[config.mk]
export PLATFORM = sky130hd
export DESIGN_NAME = matrix_decode
export DESIGN_NICKNAME = d
export VERILOG_FILES = /design/src/rtl/matrix_decode_pkg.sv /design/src/rtl/addr_phase_decode.sv /design/src/rtl/default_slave.sv /design/src/rtl/data_phase_mux.sv /design/src/rtl/matrix_decode.sv
export SDC_FILE = /design/constraint.sdc
export NUM_CORES = 1
export LEC_CHECK = 0
export BUFFER_PORTS_ARGS = -buffer_cell sky130_fd_sc_hd__buf_2
export CAP_MARGIN = 20
export CORE_AREA = 2 2 125 127
export DETAILED_ROUTE_END_ITERATION = 8
export DIE_AREA = 0 0 127 129
export PLACE_DENSITY = 0.45
export SLEW_MARGIN = 15
export SYNTH_ARGS = -nofsm -noshare
export SYNTH_HDL_FRONTEND = slang
export SYNTH_SLANG_ARGS = --single-unit
[constraint.sdc]
create_clock -name HCLK -period 3.25 [get_ports HCLK]
set_clock_uncertainty 0.05 [all_clocks]
set_input_delay 0.1625 -clock HCLK [delete_from_list [all_inputs] [get_ports HCLK]]
set_output_delay 0.1625 -clock HCLK [all_outputs]
set_load 0.005 [all_outputs]
[src/rtl/matrix_decode_pkg.sv]
// Shared definitions for the AHB matrix decoder stage
//   Port count and decode address width
//   Port code enum with default slave code
//   HTRANS and HRESP codes
//   Address map bounds per output port

`default_nettype none

package matrix_decode_pkg;

    //----------------------------------------------------------------------
    // Widths
    //----------------------------------------------------------------------

    localparam int NUM_PORTS = 7;                 // Output ports MI0..MI6

    typedef logic [21:0] decode_addr_t;           // HADDR[31:10]
    typedef logic [NUM_PORTS-1:0] port_vec_t;     // One bit per output port
    typedef logic [1:0] trans_t;                  // HTRANS
    typedef logic [1:0] resp_t;                   // HRESP
    typedef logic [2*NUM_PORTS-1:0] resp_vec_t;   // Port N in bits 2N+1:2N

    // Destination of a transfer
    typedef enum logic [2:0] {
        PORT_MI0     = 3'd0,
        PORT_MI1     = 3'd1,
        PORT_MI2     = 3'd2,
        PORT_MI3     = 3'd3,
        PORT_MI4     = 3'd4,
        PORT_MI5     = 3'd5,
        PORT_MI6     = 3'd6,
        PORT_DFT_SLV = 3'd7                        // Unmapped address
    } port_code_t;

    //----------------------------------------------------------------------
    // AHB codes
    //----------------------------------------------------------------------

    localparam trans_t TRANS_IDLE   = 2'b00;
    localparam trans_t TRANS_BUSY   = 2'b01;
    localparam trans_t TRANS_NONSEQ = 2'b10;
    localparam trans_t TRANS_SEQ    = 2'b11;

    localparam resp_t RESP_OKAY  = 2'b00;
    localparam resp_t RESP_ERROR = 2'b01;

    //----------------------------------------------------------------------
    // Address map, inclusive bounds on HADDR[31:10]
    //----------------------------------------------------------------------

    // Byte address / 1 KB gives the 22-bit value
    localparam decode_addr_t ADDR_LO [NUM_PORTS] = '{
        22'h000000,                                // 0x00000000
        22'h080000,                                // 0x20000000
        22'h100000,                                // 0x40000000
        22'h100040,                                // 0x40010000
        22'h100044,                                // 0x40011000
        22'h100020,                                // 0x40008000
        22'h100080                                 // 0x40020000
    };

    localparam decode_addr_t ADDR_HI [NUM_PORTS] = '{
        22'h0003FF,                                // 0x000FFFFF
        22'h0803FF,                                // 0x200FFFFF
        22'h100017,                                // 0x40005FFF
        22'h100043,                                // 0x40010FFF
        22'h100057,                                // 0x40015FFF
        22'h100020,                                // 0x400083FF
        22'h100081                                 // 0x400207FF
    };

endpackage

`default_nettype wire

[src/rtl/addr_phase_decode.sv]
// Address phase side of the matrix decoder
//   Region compare against the address map
//   Priority walk with idle hold to the data-phase port
//   One-hot selects for output ports and default slave
//   Active flag mux for the decoded port

`timescale 1ns/1ps
`default_nettype none

module addr_phase_decode (
    input  wire                                 sel_dec,          // HSEL from input stage
    input  wire matrix_decode_pkg::decode_addr_t decode_addr_dec, // HADDR[31:10]
    input  wire matrix_decode_pkg::trans_t      trans_dec,        // HTRANS
    input  wire matrix_decode_pkg::port_code_t  data_out_port,    // Current data-phase owner
    input  wire matrix_decode_pkg::port_vec_t   active_ports,     // Output stage active flags
    output matrix_decode_pkg::port_code_t       addr_out_port,    // Decoded destination
    output matrix_decode_pkg::port_vec_t        sel_ports,        // HSEL to output stages
    output logic                                sel_dft_slv,      // HSEL to default slave
    output logic                                active_dec        // Active flag of destination
);

    //----------------------------------------------------------------------
    // Region match
    //----------------------------------------------------------------------

    matrix_decode_pkg::port_vec_t region_hit;     // Address inside region N
    matrix_decode_pkg::port_vec_t hold_hit;       // IDLE keeps port N
    matrix_decode_pkg::port_vec_t port_hit;       // Either reason

    logic idle_xfer;

    assign idle_xfer = (trans_dec == matrix_decode_pkg::TRANS_IDLE);

    always_comb
    begin
        for (int n = 0; n < matrix_decode_pkg::NUM_PORTS; n++)
        begin
            region_hit[n] = (decode_addr_dec >= matrix_decode_pkg::ADDR_LO[n]) &&
                            (decode_addr_dec <= matrix_decode_pkg::ADDR_HI[n]);
            // IDLE stays with the port that owns the data phase
            hold_hit[n]   = idle_xfer &&
                            (data_out_port == matrix_decode_pkg::port_code_t'(n));
        end
    end

    assign port_hit = region_hit | hold_hit;

    //----------------------------------------------------------------------
    // Priority walk
    //----------------------------------------------------------------------

    // Lowest port number wins, so walk from the top down
    always_comb
    begin
        addr_out_port = matrix_decode_pkg::PORT_DFT_SLV;  // Nothing matched
        for (int n = matrix_decode_pkg::NUM_PORTS - 1; n >= 0; n--)
        begin
            if (port_hit[n])
                addr_out_port = matrix_decode_pkg::port_code_t'(n);
        end
    end

    //----------------------------------------------------------------------
    // Selects and active flag
    //----------------------------------------------------------------------

    // Bit 7 stands for the default slave, matching its port code
    logic [matrix_decode_pkg::NUM_PORTS:0] dest_sel;
    logic [matrix_decode_pkg::NUM_PORTS:0] dest_active;

    always_comb
    begin
        dest_sel = '0;
        if (sel_dec)
            dest_sel[addr_out_port] = 1'b1;       // One-hot on destination
    end

    assign sel_ports   = dest_sel[matrix_decode_pkg::NUM_PORTS-1:0];
    assign sel_dft_slv = dest_sel[matrix_decode_pkg::NUM_PORTS];

    // Default slave is always free
    assign dest_active = {1'b1, active_ports};
    assign active_dec  = dest_active[addr_out_port];

endmodule

`default_nettype wire

[src/rtl/default_slave.sv]
// Default slave for unmapped addresses
//   Three-state FSM for the two-cycle ERROR response
//   Zero-wait OKAY for IDLE and BUSY

`timescale 1ns/1ps
`default_nettype none

module default_slave (
    input  wire                            HCLK,
    input  wire                            HRESETn,          // Sync, active low
    input  wire                            sel_dft_slv,      // HSEL from decoder
    input  wire                            HREADYS,          // Transfer done
    input  wire matrix_decode_pkg::trans_t trans_dec,        // HTRANS
    output logic                           readyout_dft_slv, // HREADYOUT
    output matrix_decode_pkg::resp_t       resp_dft_slv      // HRESP
);

    typedef enum logic [1:0] {
        DFT_IDLE = 2'd0,                          // OKAY, ready
        DFT_ERR1 = 2'd1,                          // ERROR, wait
        DFT_ERR2 = 2'd2                           // ERROR, ready
    } dft_state_t;

    dft_state_t state;
    dft_state_t state_nxt;

    logic real_xfer;                              // NONSEQ or SEQ on the bus
    logic err_req;                                // Transfer needs an ERROR

    always_comb
    begin
        case (trans_dec)
            matrix_decode_pkg::TRANS_NONSEQ,
            matrix_decode_pkg::TRANS_SEQ  : real_xfer = 1'b1;
            matrix_decode_pkg::TRANS_IDLE,
            matrix_decode_pkg::TRANS_BUSY : real_xfer = 1'b0;
            default                       : real_xfer = 1'b0;
        endcase
    end

    assign err_req = HREADYS & sel_dft_slv & real_xfer;

    //----------------------------------------------------------------------
    // State machine
    //----------------------------------------------------------------------

    always_comb
    begin
        case (state)
            DFT_IDLE : state_nxt = err_req ? DFT_ERR1 : DFT_IDLE;
            DFT_ERR1 : state_nxt = DFT_ERR2;      // Second cycle always follows
            DFT_ERR2 : state_nxt = err_req ? DFT_ERR1 : DFT_IDLE;
            default  : state_nxt = DFT_IDLE;
        endcase
    end

    always_ff @(posedge HCLK)
    begin
        if (!HRESETn)
            state <= DFT_IDLE;
        else
            state <= state_nxt;
    end

    // Wait only in the first error cycle
    assign readyout_dft_slv = (state != DFT_ERR1);
    assign resp_dft_slv     = (state == DFT_IDLE) ? matrix_decode_pkg::RESP_OKAY
                                                  : matrix_decode_pkg::RESP_ERROR;

endmodule

`default_nettype wire

[src/rtl/data_phase_mux.sv]
// Data phase side of the matrix decoder
//   Data-phase owner register loaded on HREADYS
//   Ready, response and read data muxes
//   Default slave substituted with zero read data

`timescale 1ns/1ps
`default_nettype none

module data_phase_mux #(
    parameter int DATA_W = 32                     // Read data width
) (
    input  wire                                HCLK,
    input  wire                                HRESETn,          // Sync, active low
    input  wire                                HREADYS,          // Transfer done
    input  wire matrix_decode_pkg::port_code_t addr_out_port,    // Address-phase destination
    input  wire matrix_decode_pkg::port_vec_t  readyout_ports,   // HREADYOUT per port
    input  wire matrix_decode_pkg::resp_vec_t  resp_ports,       // HRESP per port
    input  wire [matrix_decode_pkg::NUM_PORTS-1:0][DATA_W-1:0] rdata_ports, // HRDATA per port
    input  wire                                readyout_dft_slv, // Default slave HREADYOUT
    input  wire matrix_decode_pkg::resp_t      resp_dft_slv,     // Default slave HRESP
    output matrix_decode_pkg::port_code_t      data_out_port,    // Data-phase owner
    output logic                               HREADYOUTS,       // HREADY feedback
    output matrix_decode_pkg::resp_t           HRESPS,           // Transfer response
    output logic [DATA_W-1:0]                  HRDATAS           // Read data
);

    //----------------------------------------------------------------------
    // Data-phase owner
    //----------------------------------------------------------------------

    // HREADYS rather than our own HREADYOUTS decides when the
    // address phase is over
    always_ff @(posedge HCLK)
    begin
        if (!HRESETn)
            data_out_port <= matrix_decode_pkg::PORT_MI0;
        else if (HREADYS)
            data_out_port <= addr_out_port;       // Holds while stalled
    end

    //----------------------------------------------------------------------
    // Return path muxes
    //----------------------------------------------------------------------

    // Top entry of each table is the default slave
    logic [matrix_decode_pkg::NUM_PORTS:0]                   ready_all;
    matrix_decode_pkg::resp_t [matrix_decode_pkg::NUM_PORTS:0] resp_all;
    logic [matrix_decode_pkg::NUM_PORTS:0][DATA_W-1:0]       rdata_all;

    assign ready_all = {readyout_dft_slv, readyout_ports};
    assign resp_all  = {resp_dft_slv, resp_ports};
    assign rdata_all = {{DATA_W{1'b0}}, rdata_ports};      // No read data from default slave

    assign HREADYOUTS = ready_all[data_out_port];
    assign HRESPS     = resp_all[data_out_port];
    assign HRDATAS    = rdata_all[data_out_port];

endmodule

`default_nettype wire

[src/rtl/matrix_decode.sv]
// Top of the AHB matrix decoder stage for one input port
//   Address phase decode and select generation
//   Default slave for unmapped addresses
//   Data phase owner register and return muxes

`timescale 1ns/1ps
`default_nettype none

module matrix_decode #(
    parameter int DATA_W = 32                     // Read data width
) (
    // Clock and reset
    input  wire                                  HCLK,
    input  wire                                  HRESETn,         // Sync, active low

    // From input stage
    input  wire                                  HREADYS,         // Transfer done
    input  wire                                  sel_dec,         // HSEL
    input  wire matrix_decode_pkg::decode_addr_t decode_addr_dec, // HADDR[31:10]
    input  wire matrix_decode_pkg::trans_t       trans_dec,       // HTRANS

    // From output stages
    input  wire matrix_decode_pkg::port_vec_t    active_ports,
    input  wire matrix_decode_pkg::port_vec_t    readyout_ports,
    input  wire matrix_decode_pkg::resp_vec_t    resp_ports,
    input  wire [matrix_decode_pkg::NUM_PORTS-1:0][DATA_W-1:0] rdata_ports,

    // To output stages
    output matrix_decode_pkg::port_vec_t         sel_ports,       // HSEL per port

    // To input stage
    output logic                                 active_dec,
    output logic                                 HREADYOUTS,
    output matrix_decode_pkg::resp_t             HRESPS,
    output logic [DATA_W-1:0]                    HRDATAS
);

    matrix_decode_pkg::port_code_t addr_out_port; // Address-phase destination
    matrix_decode_pkg::port_code_t data_out_port; // Data-phase owner
    logic                          sel_dft_slv;
    logic                          readyout_dft_slv;
    matrix_decode_pkg::resp_t      resp_dft_slv;

    //----------------------------------------------------------------------
    // Address phase
    //----------------------------------------------------------------------

    addr_phase_decode u_addr_phase_decode (
        .sel_dec         (sel_dec),
        .decode_addr_dec (decode_addr_dec),
        .trans_dec       (trans_dec),
        .data_out_port   (data_out_port),         // Needed for idle hold
        .active_ports    (active_ports),
        .addr_out_port   (addr_out_port),
        .sel_ports       (sel_ports),
        .sel_dft_slv     (sel_dft_slv),
        .active_dec      (active_dec)
    );

    // Answers unmapped transfers
    default_slave u_default_slave (
        .HCLK             (HCLK),
        .HRESETn          (HRESETn),
        .sel_dft_slv      (sel_dft_slv),
        .HREADYS          (HREADYS),
        .trans_dec        (trans_dec),
        .readyout_dft_slv (readyout_dft_slv),
        .resp_dft_slv     (resp_dft_slv)
    );

    //----------------------------------------------------------------------
    // Data phase
    //----------------------------------------------------------------------

    data_phase_mux #(
        .DATA_W (DATA_W)
    ) u_data_phase_mux (
        .HCLK             (HCLK),
        .HRESETn          (HRESETn),
        .HREADYS          (HREADYS),
        .addr_out_port    (addr_out_port),
        .readyout_ports   (readyout_ports),
        .resp_ports       (resp_ports),
        .rdata_ports      (rdata_ports),
        .readyout_dft_slv (readyout_dft_slv),
        .resp_dft_slv     (resp_dft_slv),
        .data_out_port    (data_out_port),
        .HREADYOUTS       (HREADYOUTS),
        .HRESPS           (HRESPS),
        .HRDATAS          (HRDATAS)
    );

endmodule

`default_nettype wire

==> metrics <==
f_max 370.7 MHz; fin cells 820; Crit path arrival time 2.49 ns; Num CTS Buffers 3; CTS sink cnt 5; final core area utilization 29.75%; met3 wire len 830 um; GRT Resource Usage Total 14.27%; insertion delay to the later sink of the worst-skew pair 0.23 ns; antenna violations before repair 0; core area 14980 sq um; most common cell after layout, fill and taps aside buf_2; min-delay worst type input pin to register; sequential share of power 9.4%; Die Wd 127 um; vias in the first global route 3804; syn avg cell area 7.871 sq um; net switching power 0.0003513 W; Startpoint Class register; Seq/Total Area, Yosys 3.889%; Max Slew Vio Count 0; Final Hold Fails 0; power share of the combinational group 69.4%; max-capacitance violation count 0; Main synth FF type dfxtp_1; Mapped Nets 607; Post-Syn Area 2574 sq um; async set or reset register ratio after synthesis 0%; Worst Setup End Kind primary output; worst-case clock buffer depth 2; Top Metal Used met4; P_int 0.0005917 W; clock group share of total power 21.2%; largest net degree at the start of global routing 50; RSZ-0062 raised after global routing false; Netlist cell types 49; Max stage delay on crit path 0.51 ns; Sw Share 37.25%; share of cells above drive strength 1 61.39%; leak pwr 2.158 nW; number of diodes 0; Max stage delay cell, worst path or4_1; Post-CTS Hold Fix Bufs 0; row count 45; Placed Cells incl. Taps 816; post-CTS sizing 0; die height 129 um; worst path required time 3.04 ns; synth-to-layout area growth 73.12%; post-CTS setup repair buffer count 0; WL/cell 15.80 um; CP max FO 28; Post-synth EDFFs 0; setup_tns 0 ns; DR pass1 iterations 4; Syn. warnings 0; Routability Congestion 0.8016; IO buf count 322; Post-DP HPWL 11190 um; period utilization 83.00%; VDD IR-drop max 211.2 uV; Initial Utilization 17.18%; commonest cells after routing, fill and taps aside buf_2, nor2_1, a21oi_1; DR vias/cell 4.680; CTS tree yes; Antenna Nets Post-Route 0; Mapped Cells 327; WL met1 5342 um; met2 routed WL 6726 um; first-pass GRT wire length 19140 um; #FFs+latches synth 5; FILL cells 1691; total I/O pin count 323; Max transition margin 53.56%; Congestion Overflow GR 0; vias post-DR 3838; design area 4456 sq um; Root Buffer clkbuf_16; Slew @ Worst Pin 0.6966 ns; Cell Area, Placed 4375 sq um; Final setup viols 0; crit path time final 2.698 ns; nets@finish 913; Clock transition at path regs 0.03 ns; status finished clean; initial drt markers 126; CP cell instances nor4b_4, or3_2, o21ai_2, or4_1, o21a_1, a311o_1, buf_2; DRC viols 0; Power Density 211.7 nW/um^2; WS Path Type register to primary output; H-tree levels 1; die area 16380 sq um; final WL 12960 um
flip-flops by register name, indices dropped and copies added, names as in the netlist:
| signal | flops |
|---|---|
| u_data_phase_mux.data_out_port | 3 |
| u_default_slave.state | 2 |
routing by layer:
metal / global-route usage (%) / up-vias
met3: 1.871 / 4
li1: - / 1879
met2: 26.38 / 161
met5: 0 / -
met4: 1.357 / 0
met1: 18.41 / 1794
synthesized netlist by cell type, drive strengths merged (3+ instances only):
cell type  number  share of area [%]
a31oi           3               0.73
a21oi          71                 14
o21ai           3               0.73
nand2           5               0.73
mux2i          34                 13
inv             4               0.58
or3             5                1.4
nand3           4               0.78
nand2b          4               0.97
mux4           37                 32
nor2           77                 11
buf             9                1.5
nor3           12                2.8
clkbuf         19                2.8
dfxtp           5                3.9
worst max-delay path: cells and delay by family, from the launching register on:
| kind | cells | cell delay (ns) |
|---|---|---|
| AO/OA/AOI/OAI | 3 | 0.54 |
| buffers and inverters | 1 | 0.13 |
| flip-flops | 1 | 0.48 |
| AND/OR/NAND/NOR | 3 | 1.09 |
power groups by stage:
| stage | combinational, W | clock [W] | sequential (W) |
|---|---|---|---|
| 6_report | 0.000654 | 0.000200 | 0.0000888 |
| 5_1_grt | 0.000730 | 0.000208 | 0.0000923 |
| 4_1_cts | 0.000666 | 0.000203 | 0.0000901 |
| 3_5_place_dp | 0.000664 | 0 | 0.0000912 |
| 3_3_place_gp | 0.000656 | 0 | 0.0000898 |
| 2_1_floorplan | 0.000369 | 0 | 0.0000683 |
through the flow:
stage	power (W)	hold slack, ns	setup WS [ns]
floorplan	0.0004372	0.2601	1.050
global placement	0.0007457	0.4095	0.7378
detailed placement	0.0007549	0.4178	0.6919
CTS	0.0009589	0.1895	0.5390
global route	0.001030	0.2045	0.4296
finish	0.0009430	0.1901	0.5524
final timing paths:
| kind | startpoint | to | slack, ns | depth (start not counted) |
|---|---|---|---|---|
| worst min-delay path | HRESETn | u_default_slave.state[1] | 0.19 | 3 |
| worst max-delay path | u_data_phase_mux.data_out_port[1] | active_dec | 0.55 | 7 |
| worst max register to register | u_data_phase_mux.data_out_port[0] | u_data_phase_mux.data_out_port[0] | 1.16 | 6 |
| worst min register to register | u_default_slave.state[1] | u_default_slave.state[1] | 0.51 | 2 |
cell type report:
cell class	instances	area (sq um)	share of cell area [%]
flip-flops and latches	5	108.9	2.443
repair buffers	329	1664	37.35
inverters	4	15.01	0.3370
clock inverters	1	5.005	0.1123
multi-input cells	290	2352	52.79
clock buffers	3	75.07	1.685
well taps	188	235.2	5.279
kinds of logic (layout without fill, tap and decap cells):
| kind of cell | after synthesis | count (layout) | synth area share [%] |
|---|---|---|---|
| AOI/OAI and AO/OA | 89 | 89 | 19.50 |
| buffers and inverters | 32 | 337 | 4.812 |
| DFF | 5 | 5 | 3.889 |
| muxes | 73 | 73 | 46.48 |
| and+or+nand+nor | 128 | 128 | 25.33 |
No activity file was read; power rests on OpenSTA's default activity.
